### src/adc_cfg_pkg.sv
/*
 * Build-time constants for the 8-bit dual-channel ADC receive path.
 * The sizes are fixed by the frame layout. frame_w must stay equal to
 * the width of frame_t in adc_frame_pkg.
 * The FIFO pointers wrap on their own, so fifo_depth must be 2**fifo_aw.
 */

package adc_cfg_pkg;

  // ------------------------------------------------------------
  // sample and frame geometry
  // ------------------------------------------------------------
  localparam int sample_w = 8;  // bits per adc sample
  localparam int n_lanes  = 4;  // di_d, di, dq_d, dq
  localparam int n_slots  = 4;  // samples per lane gathered per frame

  // 128 data bits + early/late overrange + one sync bit per slot
  localparam int frame_w = n_lanes * n_slots * sample_w + 2 + n_slots;

  // frame buffer
  localparam int fifo_depth = 4;
  localparam int fifo_aw    = 2;  // log2(fifo_depth)

  // capture stage: second input register on by default
  localparam bit extra_reg_default = 1'b1;

endpackage

### src/adc_frame_pkg.sv
/*
 * Frame types. One 134-bit frame word is seen two ways: the lane view
 * that the deserializer fills, and the user view that the top level
 * splits onto its output bytes. Both structs must cover the same bits.
 * Within a lane slot 0 sits in the top byte and slot 3 (newest) in the
 * low byte, which gives the user byte order of the port table.
 */

package adc_frame_pkg;
  import adc_cfg_pkg::*;

  typedef logic [sample_w-1:0] sample_t;  // one adc sample

  // index = slot number, ascending range puts slot 3 in the low byte
  typedef sample_t [0:n_slots-1] lane_slots_t;

  // ------------------------------------------------------------
  // lane view, written by the deserializer
  // ------------------------------------------------------------
  typedef struct packed {
    logic [n_slots-1:0] sync;       // bit k = sync level in slot k
    logic               ovr_late;   // or of slots 2..3
    logic               ovr_early;  // or of slots 0..1
    lane_slots_t        dq;         // bits 127:96
    lane_slots_t        dq_d;       // bits 95:64
    lane_slots_t        di;         // bits 63:32
    lane_slots_t        di_d;       // bits 31:0
  } frame_lanes_t;

  // ------------------------------------------------------------
  // user view, msb first, same bits as above
  // ------------------------------------------------------------
  typedef struct packed {
    logic    sync3;
    logic    sync2;
    logic    sync1;
    logic    sync0;
    logic    outofrange1;  // = ovr_late
    logic    outofrange0;  // = ovr_early
    sample_t q31;          // dq slot 0
    sample_t q30;
    sample_t q11;
    sample_t q10;          // dq slot 3
    sample_t i31;          // dq_d slot 0
    sample_t i30;
    sample_t i11;
    sample_t i10;          // dq_d slot 3
    sample_t q21;          // di slot 0
    sample_t q20;
    sample_t q01;
    sample_t q00;          // di slot 3
    sample_t i21;          // di_d slot 0
    sample_t i20;
    sample_t i01;
    sample_t i00;          // di_d slot 3, frame bits 7:0
  } frame_user_t;

  typedef union packed {
    frame_lanes_t lanes;
    frame_user_t  user;
  } frame_t;

endpackage

### src/adc_lane_if.sv
/*
 * One captured sample set, passed from the input stage to the
 * deserializer. valid is a level: low in reset, high from the first
 * captured sample on. There is no back-pressure.
 */

interface adc_lane_if
  import adc_frame_pkg::*;
();

  sample_t di_d;       // i channel, delayed bus
  sample_t di;         // i channel
  sample_t dq_d;       // q channel, delayed bus
  sample_t dq;         // q channel
  logic    sync;       // sync level for this sample
  logic    overrange;  // overrange level for this sample
  logic    valid;      // stream running

  modport capture (
    output di_d, di, dq_d, dq, sync, overrange, valid
  );

  modport deser (
    input  di_d, di, dq_d, dq, sync, overrange, valid
  );

endinterface

### src/adc_input_capture.sv
/*
 * Input register stage for the four adc lanes plus sync and overrange.
 * The first adc_clk edge with dcm_reset low captures slot 0.
 * Latency to the lane interface is 1 cycle, or 2 with extra_reg set.
 * Sample payload is not reset, only the valid level is.
 */

module adc_input_capture
  import adc_cfg_pkg::*;
  import adc_frame_pkg::*;
#(
  parameter bit extra_reg = extra_reg_default  // add a second register stage
) (
  input  logic        adc_clk,
  input  logic        dcm_reset,
  input  sample_t     di_d,
  input  sample_t     di,
  input  sample_t     dq_d,
  input  sample_t     dq,
  input  logic        sync,
  input  logic        overrange,
  adc_lane_if.capture lane
);

  // all lanes + sync + overrange as one word
  logic [n_lanes*sample_w+1:0] in_word;
  logic [n_lanes*sample_w+1:0] s1_word;
  logic [n_lanes*sample_w+1:0] out_word;
  logic                        s1_valid;
  logic                        out_valid;

  assign in_word = {di_d, di, dq_d, dq, sync, overrange};

  // ------------------------------------------------------------
  // first stage, always present
  // ------------------------------------------------------------
  always_ff @(posedge adc_clk) begin
    s1_word <= in_word;  // payload, no reset
  end

  always_ff @(posedge adc_clk) begin
    if (dcm_reset) begin
      s1_valid <= 1'b0;
    end else begin
      s1_valid <= 1'b1;  // goes high with the first captured sample
    end
  end

  // optional second stage for timing
  generate
    if (extra_reg) begin : g_extra
      logic [n_lanes*sample_w+1:0] s2_word;
      logic                        s2_valid;

      always_ff @(posedge adc_clk) begin
        s2_word <= s1_word;
        if (dcm_reset) begin
          s2_valid <= 1'b0;
        end else begin
          s2_valid <= s1_valid;  // valid keeps step with data
        end
      end

      assign out_word  = s2_word;
      assign out_valid = s2_valid;
    end else begin : g_direct
      assign out_word  = s1_word;
      assign out_valid = s1_valid;
    end
  endgenerate

  assign {lane.di_d, lane.di, lane.dq_d, lane.dq, lane.sync, lane.overrange} = out_word;
  assign lane.valid = out_valid;

endmodule

### src/adc_deserializer.sv
/*
 * Gathers four consecutive sample sets into one frame.
 * The slot counter starts at 0 with the first valid sample after reset
 * and never slips, so frame alignment is fixed by reset release.
 * frame_valid pulses 1 cycle after the slot-3 sample and frame holds
 * until the next frame is built.
 */

module adc_deserializer
  import adc_cfg_pkg::*;
  import adc_frame_pkg::*;
(
  input  logic      adc_clk,
  input  logic      dcm_reset,
  adc_lane_if.deser lane,
  output frame_t    frame,
  output logic      frame_valid
);

  logic [$clog2(n_slots)-1:0] slot_q;     // wraps 3 -> 0
  logic                       last_slot;
  sample_t     [n_lanes-1:0]  cur;        // [3]=dq ... [0]=di_d, frame order
  lane_slots_t [n_lanes-1:0]  shift_q;    // per-lane shift store
  lane_slots_t [n_lanes-1:0]  shift_d;
  logic [n_slots-2:0]         sync_q;     // bit k = slot k, slots 0..2
  logic [n_slots-2:0]         ovr_q;      // same, for overrange

  assign last_slot = (int'(slot_q) == n_slots - 1);
  assign cur       = {lane.dq, lane.dq_d, lane.di, lane.di_d};

  // new sample enters at the low end, oldest drops off the top
  always_comb begin
    for (int l = 0; l < n_lanes; l++) begin
      shift_d[l] = {shift_q[l][1:n_slots-1], cur[l]};
    end
  end

  // ------------------------------------------------------------
  // slot counter and frame strobe
  // ------------------------------------------------------------
  always_ff @(posedge adc_clk) begin
    if (dcm_reset) begin
      slot_q      <= '0;
      frame_valid <= 1'b0;
    end else begin
      frame_valid <= lane.valid & last_slot;  // one pulse per 4 samples
      if (lane.valid) begin
        slot_q <= slot_q + 1'b1;
      end
    end
  end

  // ------------------------------------------------------------
  // payload stores and frame assembly
  // ------------------------------------------------------------
  always_ff @(posedge adc_clk) begin
    if (lane.valid) begin
      shift_q <= shift_d;
      // shift right, so after slots 0..2 bit k holds slot k
      sync_q  <= {lane.sync, sync_q[n_slots-2:1]};
      ovr_q   <= {lane.overrange, ovr_q[n_slots-2:1]};
    end

    if (lane.valid && last_slot) begin
      // slot 3 comes straight from the lane, the rest from the stores
      frame.lanes.sync      <= {lane.sync, sync_q};
      frame.lanes.ovr_early <= |ovr_q[n_slots/2-1:0];
      frame.lanes.ovr_late  <= lane.overrange | (|ovr_q[n_slots-2:n_slots/2]);
      frame.lanes.dq        <= shift_d[3];
      frame.lanes.dq_d      <= shift_d[2];
      frame.lanes.di        <= shift_d[1];
      frame.lanes.di_d      <= shift_d[0];
    end
  end

  // frames are at least n_slots cycles apart
  a_frame_spacing: assert property (
    @(posedge adc_clk) disable iff (dcm_reset)
      frame_valid |=> !frame_valid
  );

endmodule

### src/adc_frame_fifo.sv
/*
 * Single-clock frame FIFO on adc_clk, 4 entries of frame_w bits.
 * The read enable is the registered not-empty flag, so every stored
 * frame is popped on its own. rd_valid is high for exactly 1 cycle per
 * popped frame and rd_frame holds until the next pop.
 * No back-pressure: the writer must stay slower than the drain rate.
 */

module adc_frame_fifo
  import adc_cfg_pkg::*;
  import adc_frame_pkg::*;
(
  input  logic   adc_clk,
  input  logic   dcm_reset,
  input  frame_t wr_frame,
  input  logic   wr_en,
  output frame_t rd_frame,
  output logic   rd_valid
);

  logic [frame_w-1:0] mem [fifo_depth];  // register array, no reset
  logic [fifo_aw-1:0] wr_ptr;            // wraps at fifo_depth
  logic [fifo_aw-1:0] rd_ptr;
  logic [fifo_aw:0]   count;             // entries stored
  logic [fifo_aw:0]   count_d;
  logic               empty;
  logic               full;
  logic               rd_en;             // registered not-empty

  assign empty = (wr_ptr == rd_ptr) && !full;  // pointer view of occupancy
  assign full  = (int'(count) == fifo_depth);

  // next occupancy
  always_comb begin
    case ({wr_en, rd_en})
      2'b10:   count_d = count + 1'b1;
      2'b01:   count_d = count - 1'b1;
      default: count_d = count;  // idle, or write and pop together
    endcase
  end

  // ------------------------------------------------------------
  // pointers, count and read enable
  // ------------------------------------------------------------
  always_ff @(posedge adc_clk) begin
    if (dcm_reset) begin
      wr_ptr   <= '0;
      rd_ptr   <= '0;
      count    <= '0;
      rd_en    <= 1'b0;
      rd_valid <= 1'b0;
    end else begin
      count    <= count_d;
      rd_en    <= (count_d != '0);  // not-empty as of the next cycle
      rd_valid <= rd_en;            // data lands in rd_frame with this
      if (wr_en) begin
        wr_ptr <= wr_ptr + 1'b1;
      end
      if (rd_en) begin
        rd_ptr <= rd_ptr + 1'b1;
      end
    end
  end

  // storage and output register
  always_ff @(posedge adc_clk) begin
    if (wr_en) begin
      mem[wr_ptr] <= wr_frame;
    end
    if (rd_en) begin
      rd_frame <= mem[rd_ptr];  // held until the next pop
    end
  end

  // upstream frame rate must stay below the drain rate
  a_no_write_full: assert property (
    @(posedge adc_clk) disable iff (dcm_reset)
      wr_en |-> !full
  );

  // registered read enable must track the occupancy
  a_no_read_empty: assert property (
    @(posedge adc_clk) disable iff (dcm_reset)
      rd_en |-> !empty
  );

endmodule

### src/adc_serdes_rx.sv
/*
 * Receive path top: capture, 4-to-1 deserializer and frame FIFO, all on
 * adc_clk with synchronous dcm_reset. Inputs are a continuous stream,
 * one sample per lane each cycle. user_data_valid pulses once per frame
 * of 4 samples. The first cycle after reset release is slot 0.
 * The capture stage runs with its default extra input register.
 */

module adc_serdes_rx
  import adc_frame_pkg::*;
(
  input  logic    adc_clk,
  input  logic    dcm_reset,
  // adc side
  input  sample_t adc_di_d,
  input  sample_t adc_di,
  input  sample_t adc_dq_d,
  input  sample_t adc_dq,
  input  logic    adc_sync,
  input  logic    adc_overrange,
  // user side, i channel
  output sample_t user_datai00,
  output sample_t user_datai01,
  output sample_t user_datai10,
  output sample_t user_datai11,
  output sample_t user_datai20,
  output sample_t user_datai21,
  output sample_t user_datai30,
  output sample_t user_datai31,
  // user side, q channel
  output sample_t user_dataq00,
  output sample_t user_dataq01,
  output sample_t user_dataq10,
  output sample_t user_dataq11,
  output sample_t user_dataq20,
  output sample_t user_dataq21,
  output sample_t user_dataq30,
  output sample_t user_dataq31,
  // per-frame status
  output logic    user_sync0,
  output logic    user_sync1,
  output logic    user_sync2,
  output logic    user_sync3,
  output logic    user_outofrange0,
  output logic    user_outofrange1,
  output logic    user_data_valid
);

  adc_lane_if lane_bus ();  // capture -> deserializer

  frame_t frame;        // lane view written by u_deser
  logic   frame_valid;
  frame_t user_frame;   // user view read below

  // ------------------------------------------------------------
  // pipeline
  // ------------------------------------------------------------
  adc_input_capture u_capture (
    .adc_clk   (adc_clk),
    .dcm_reset (dcm_reset),
    .di_d      (adc_di_d),
    .di        (adc_di),
    .dq_d      (adc_dq_d),
    .dq        (adc_dq),
    .sync      (adc_sync),
    .overrange (adc_overrange),
    .lane      (lane_bus.capture)
  );

  adc_deserializer u_deser (
    .adc_clk     (adc_clk),
    .dcm_reset   (dcm_reset),
    .lane        (lane_bus.deser),
    .frame       (frame),
    .frame_valid (frame_valid)
  );

  adc_frame_fifo u_fifo (
    .adc_clk   (adc_clk),
    .dcm_reset (dcm_reset),
    .wr_frame  (frame),
    .wr_en     (frame_valid),
    .rd_frame  (user_frame),
    .rd_valid  (user_data_valid)
  );

  // ------------------------------------------------------------
  // user view split onto the ports
  // ------------------------------------------------------------
  assign user_datai00 = user_frame.user.i00;  // di_d slot 3
  assign user_datai01 = user_frame.user.i01;
  assign user_datai20 = user_frame.user.i20;
  assign user_datai21 = user_frame.user.i21;  // di_d slot 0
  assign user_dataq00 = user_frame.user.q00;  // di slot 3
  assign user_dataq01 = user_frame.user.q01;
  assign user_dataq20 = user_frame.user.q20;
  assign user_dataq21 = user_frame.user.q21;
  assign user_datai10 = user_frame.user.i10;  // dq_d slot 3
  assign user_datai11 = user_frame.user.i11;
  assign user_datai30 = user_frame.user.i30;
  assign user_datai31 = user_frame.user.i31;
  assign user_dataq10 = user_frame.user.q10;  // dq slot 3
  assign user_dataq11 = user_frame.user.q11;
  assign user_dataq30 = user_frame.user.q30;
  assign user_dataq31 = user_frame.user.q31;

  assign user_sync0       = user_frame.user.sync0;
  assign user_sync1       = user_frame.user.sync1;
  assign user_sync2       = user_frame.user.sync2;
  assign user_sync3       = user_frame.user.sync3;
  assign user_outofrange0 = user_frame.user.outofrange0;  // slots 0..1
  assign user_outofrange1 = user_frame.user.outofrange1;  // slots 2..3

endmodule

### config.mk
export PLATFORM = sky130hd
export DESIGN_NAME = adc_serdes_rx
export DESIGN_NICKNAME = d
export VERILOG_FILES = /design/src/adc_cfg_pkg.sv /design/src/adc_frame_pkg.sv /design/src/adc_lane_if.sv /design/src/adc_input_capture.sv /design/src/adc_deserializer.sv /design/src/adc_frame_fifo.sv /design/src/adc_serdes_rx.sv
export SDC_FILE = /design/constraint.sdc
export NUM_CORES = 1
export LEC_CHECK = 0
export BUFFER_PORTS_ARGS = -buffer_cell sky130_fd_sc_hd__buf_4
export CORE_ASPECT_RATIO = 0.5
export CORE_MARGIN = 2
export CORE_UTILIZATION = 31
export CTS_BUF_LIST = sky130_fd_sc_hd__clkbuf_16
export DETAILED_ROUTE_END_ITERATION = 12
export MAX_ROUTING_LAYER = met4
export REMOVE_ABC_BUFFERS = 1
export SETUP_SLACK_MARGIN = 0.02
export SKIP_CTS_REPAIR_TIMING = 1
export SYNTH_ARGS = -nofsm -noshare
export SYNTH_HDL_FRONTEND = slang
export SYNTH_HIERARCHICAL = 1
export SYNTH_SLANG_ARGS = --single-unit
### constraint.sdc
create_clock -name adc_clk -period 5.8 [get_ports adc_clk]
set_input_delay 0.29 -clock adc_clk [delete_from_list [all_inputs] [get_ports adc_clk]]
set_output_delay 0.29 -clock adc_clk [all_outputs]
set_load 0.02 [all_outputs]
# Word-level counts from Yosys, hierarchy flattened
# Memory sizes are Yosys's and may differ from the RTL's. A register that Yosys moved wholly into a read port is not among the register bits.
# Index checks and enable logic that the tools add are counted.
# Widths: inputs -> output; s select.
[word_totals] reg_bits=318 ram_bits=536 input_bits=36 elab_cells=44 memories=1
[mem_list] name="u_fifo.mem" words=4 width=134 rd=1 rd_ports_with_merged_regs=1 write_ports=1 line_no="adc_frame_fifo.sv:21" source="logic [frame_w-1:0] mem [fifo_depth];"
[classes] n_addsub=5 eq_ne=3 mux=4 bitwise=2 n_reduce_logical=3
[ops] op="$add 2x1->2 const B" count=3
[ops] op="$pmux 3 s2" count=1
[ops] op="$eq 2x1->1 const B" count=2
[ops] op="$add 3x1->3 const B" count=1
[ops] op="$mux 1" count=3
[ops] op="$reduce_bool 3->1" count=1
[ops] op="$sub 3x1->3 const B" count=1
[ops] op="$eq 2x2->1 const B" count=1
[ops] op="$reduce_or 2->1" count=1
[ops] op="$and 1x1->1" count=1
[ops] op="$logic_and 1x1->1" count=1
[ops] op="$or 1x1->1" count=1

# Depth between registers and ports, before layout
[logic_depth] depth_word=3 mapped_depth=6 ltp_nobuf=6

# Cells and area by module
# Netlist, hierarchy kept.
[by_module_without_submodules] mod="adc_frame_fifo" instances=1 cells_per_inst=878 area_each_um2=23756.5 seq_area_each_um2=20299.5
[by_module_without_submodules] mod="adc_deserializer" instances=1 cells_per_inst=248 area_each_um2=7220.7 seq_area_each_um2=7146.9
[by_module_without_submodules] mod="adc_input_capture" instances=1 cells_per_inst=72 area_each_um2=1411.4 seq_area_each_um2=1401.3

# Worst setup path before layout
# OpenSTA, ideal clock, no wires.
[synth_timing] path_type="reg2reg" start="register u_fifo.rd_en" end="register u_fifo.rd_en" setup_time_ns=0.126 arrival_time_ns=4.666 t_required_ns=5.674 slack_ns=1.008 stages_incl_launch_ff=6 path_buffers=0 period_less_slack_ns=4.792 cell_sequence="dfxtp_1 ha_1 fa_1 mux2i_1 a21o_1 o211ai_1"
[synth_via] elab_chain_len=3 elab_cells_between_ends=4 cone_classes="2 x eq/ne; 1 x mux; 1 x reduce/logical"
[synth_rtl] element="start, declared" line_no="adc_frame_fifo.sv:28" source="logic rd_en;"
[synth_rtl] element="start signal, assigned" line_no="adc_frame_fifo.sv:54" source="rd_en <= (count_d != '0);"
[synth_rtl] element="$eq 2x1->1 or $eq 2x2->1 (tied branches)" line_no="adc_frame_fifo.sv:35" source="case ({wr_en, rd_en})"
[synth_rtl] element="$pmux 3 s2 *" line_no="adc_frame_fifo.sv:35"
[synth_rtl] element="$reduce_bool 3->1 *" line_no="adc_frame_fifo.sv:54"
# Every way passes the cells marked *; elsewhere a longest branch is shown, timed or not.
# A chain may end at the register's enable or synchronous reset.

# Final worst setup path
[layout_timing] start="register u_capture.g_extra.s2_valid, in the netlist u_capture/lane.valid" end="register u_deser/frame[28] (netlist bit), enable pin"
[layout_via] elab_chain_len=1
[layout_rtl] element="start, declared" line_no="adc_input_capture.sv:53" source="logic s2_valid;"
[layout_rtl] element="start signal, assigned" line_no="adc_input_capture.sv:60" source="s2_valid <= s1_valid;"
[layout_rtl] element="$logic_and 1x1->1" line_no="adc_deserializer.sv:64" source="if (lane.valid && last_slot) begin"
[layout_rtl] element="end, declared" line_no="adc_deserializer.sv:16" source="output frame_t frame,"
# Every way passes these cells.

==> results_dict.tcl <==
set metrics [dict create \
    status "complete, no violations" \
    clkLatencyLatePin_ns 0.62 \
    ios 171 \
    cts_tree "yes" \
    r2r-start "u_capture/lane.valid$_SDFF_PP0_" \
    hold_viol 0 \
    clock-sinks 988 \
    wire_per_inst_um 18.87 \
    avgSynthCellArea_um2 27.04 \
    relSlewSlack 0.3487 \
    setup_slack_ns 3.157 \
    holdWs_ns 0.3095 \
    first_pass_iters 4 \
    setup_violations 0 \
    ys_types 25 \
    r2r_slack_ns 3.16 \
    final_area_um2 38840 \
    finClkSkew_ns 0.01882 \
    syn_to_final_growth_pct 19.92 \
    cp-end-kind "flop" \
    max_freq_mhz 378.3 \
    antenna_found_initial 1 \
    maxCapViolCount 0 \
    core_area_um2 103100 \
    worst_pin_slew_ns 0.9769 \
    clkSlewWorstSetupHoldPaths_ns 0.06 \
    die_area_um2 107200 \
    hold_end "u_capture/s1_word[11]$_DFF_P_" \
    rows 83 \
    max_stage_delay_ns 0.84 \
    track_usage 0.1061 \
    gp_congestion 0.6790 \
    wirelength_mm 56.01 \
    finalMaxSlewViolations 0 \
    final_layout_size_suffix_gt1_frac 0.3008 \
    dieWidth_um 461.1 \
    r2r_end "u_deser/frame[28]$_DFFE_PP_" \
    ys_seq_area_frac 0.8907 \
    fin_crit_sh 0.4557 \
    dp_hpwl_mm 30.12 \
    leakage_nw 12.48 \
    crit_chain "and2_4 > buf_12" \
    holdCritPathClass "in2reg" \
    grt_first_pass_wirelength_mm 82.99 \
    ant_nets 0 \
    grt_max_degree 99 \
    numCtsBuffers 93 \
    crit_path_max_fanout 98 \
    cts-root-buf "clkbuf_16" \
    cp.required_ns 6.05 \
    die_h_um 232.6 \
    synthCells 1198 \
    grt_pass1_vias 13230 \
    crit_arrival_ns 2.89 \
    critical_path_class "reg2reg" \
    ys_warn_count 6 \
    nets 1530 \
    dp_slack_ns 3.099 \
    ir_worst_vdd_mv 0.2882 \
    cts-htree-levels 3 \
    path_buf_inv 1 \
    num_antenna_cells 0 \
    critPathTopFamily "flip-flops" \
    rsz0062_at_grt "false" \
    min_from "adc_dq_d[1]" \
    post-route-drc-count 0 \
    start_util 0.3141 \
    period_minus_slack_ns 2.643 \
    fin_util 0.3766 \
    vias 12480 \
    pwr_density_cell_nw_per_um2 444.0 \
    grt_overflow_total 0 \
    clk_path_buf_depth 3 \
    portBuffers 170 \
    placed_area_um2 35430 \
    ys_ff_latch 988 \
    hold-path-cell-count 2 \
    syn_area_um2 32390 \
    total_power_w 0.01725 \
    startpoint_type "flop" \
    r2r_cells 2 \
    crit_path_top_delay_cell "dfxtp_4" \
    viasPerCell 4.205 \
    drt_iter0_markers 774 \
]
==> cells in the final DEF (no fill, tap or decap), types with 6 or more instances in the layout <==
| master | Yosys | routed |
|---|---|---|
| bufinv_16 | 0 | 10 |
| dfxtp_1 | 82 | 78 |
| inv_1 | 4 | 26 |
| mux4_2 | 134 | 134 |
| buf_4 | 1 | 188 |
| ha_1 | 6 | 6 |
| edfxtp_1 | 906 | 906 |
| dlygate4sd3_1 | 0 | 35 |
| clkinv_1 | 0 | 17 |
| clkbuf_16 | 0 | 97 |
| clkinv_2 | 0 | 18 |
| nor2_1 | 9 | 9 |
==> sequential cells by signal, summed over array words and instances (netlist names) <==
signal / cells
u_fifo/mem: 536
u_deser/frame: 134
u_fifo/rd_frame: 134
u_deser/shift_d: 96
u_capture/g_extra.s2_word: 34
u_capture/s1_word: 34
u_deser/ovr_q: 3
u_deser/sync_q: 3
u_fifo/count: 3
u_deser/slot_q: 2
u_fifo/rd_ptr: 2
u_fifo/wr_ptr: 2
u_capture/lane.valid: 1
u_capture/s1_valid: 1
u_deser/frame_valid: 1
u_fifo/rd_en: 1
u_fifo/rd_valid: 1
==> Yosys cell counts (all sizes together) <==
cell type  count  area share
fa             1     0.00062
buf           24      0.0049
o211ai         1     0.00023
mux2i          3     0.00093
nor2b          3     0.00081
or4            1     0.00023
dfxtp         82       0.051
mux4         134       0.093
and2           5      0.0010
nor2           9      0.0010
o21ai          1     0.00015
edfxtp       906        0.84
xnor2          4      0.0011
a21o           1     0.00023
nand2b         1     0.00019
or2            2     0.00039
clkbuf         7     0.00081
ha             6      0.0023
inv            4     0.00046
xor2           2     0.00054
nand2          1     0.00012
==> worst max path at each step <==
stage | cells past startpoint | start | endpoint | slack (ns)
detailed placement | 2 | u_capture/lane.valid$_SDFF_PP0_ | u_deser/frame[71]$_DFFE_PP_ | 3.10
floorplan | 1 | u_fifo/rd_ptr[0]$_SDFFE_PP0P_ | u_fifo/rd_frame[0]$_DFFE_PP_ | -0.71
global route | 2 | u_capture/lane.valid$_SDFF_PP0_ | u_deser/frame[28]$_DFFE_PP_ | 3.00
CTS | 2 | u_capture/lane.valid$_SDFF_PP0_ | u_deser/frame[71]$_DFFE_PP_ | 3.11
finish | 2 | u_capture/lane.valid$_SDFF_PP0_ | u_deser/frame[28]$_DFFE_PP_ | 3.16
global placement | 2 | u_capture/lane.valid$_SDFF_PP0_ | u_deser/frame[23]$_DFFE_PP_ | 3.12
==> power by group <==
group          internal, W  switching [W]
Sequential         0.00836       0.000465
Combinational      0.00119        0.00126
Clock              0.00348        0.00249
Total               0.0130        0.00422
==> per-layer routing <==
layer | track usage | up-vias | part of all wire
met5 | - | - | 0
met3 | 0.01881 | 81 | 0.031
met2 | 0.1888 | 175 | 0.54
met1 | 0.1233 | 6640 | 0.41
li1 | - | 5583 | -
met4 | 0.03033 | 0 | 0.019
==> kinds of logic after synthesis <==
kind of cell | count (synthesis) | synth area share
multiplexers | 137 | 0.09410
AND/OR/NAND/NOR | 22 | 0.003824
XOR/XNOR | 6 | 0.001622
adder cells (fa/ha/maj) | 7 | 0.002936
flip-flops | 988 | 0.8907
AO/OA/AOI/OAI | 3 | 0.0006181
buffers and inverters | 35 | 0.006219
==> stage by stage <==
stage | TNS, ns | cells
6_report | 0 | 2968
5_1_grt | 0 | 2968
4_1_cts | 0 | 2933
3_5_place_dp | 0 | 2759
3_3_place_gp | 0 | 2759
2_1_floorplan | -95.60 | 1167
==> layout make-up <==
type / count / area [um^2]
Fill cell: 9131 / 64280
Sequential cell: 988 / 28860
Multi-Input combinational cell: 175 / 3349
Timing Repair Buffer: 225 / 1802
Clock buffer: 97 / 2427
Inverter: 4 / 15.01
Clock inverter: 77 / 629.4
Tap cell: 1402 / 1754
Power figures use the tool's default switching activity.
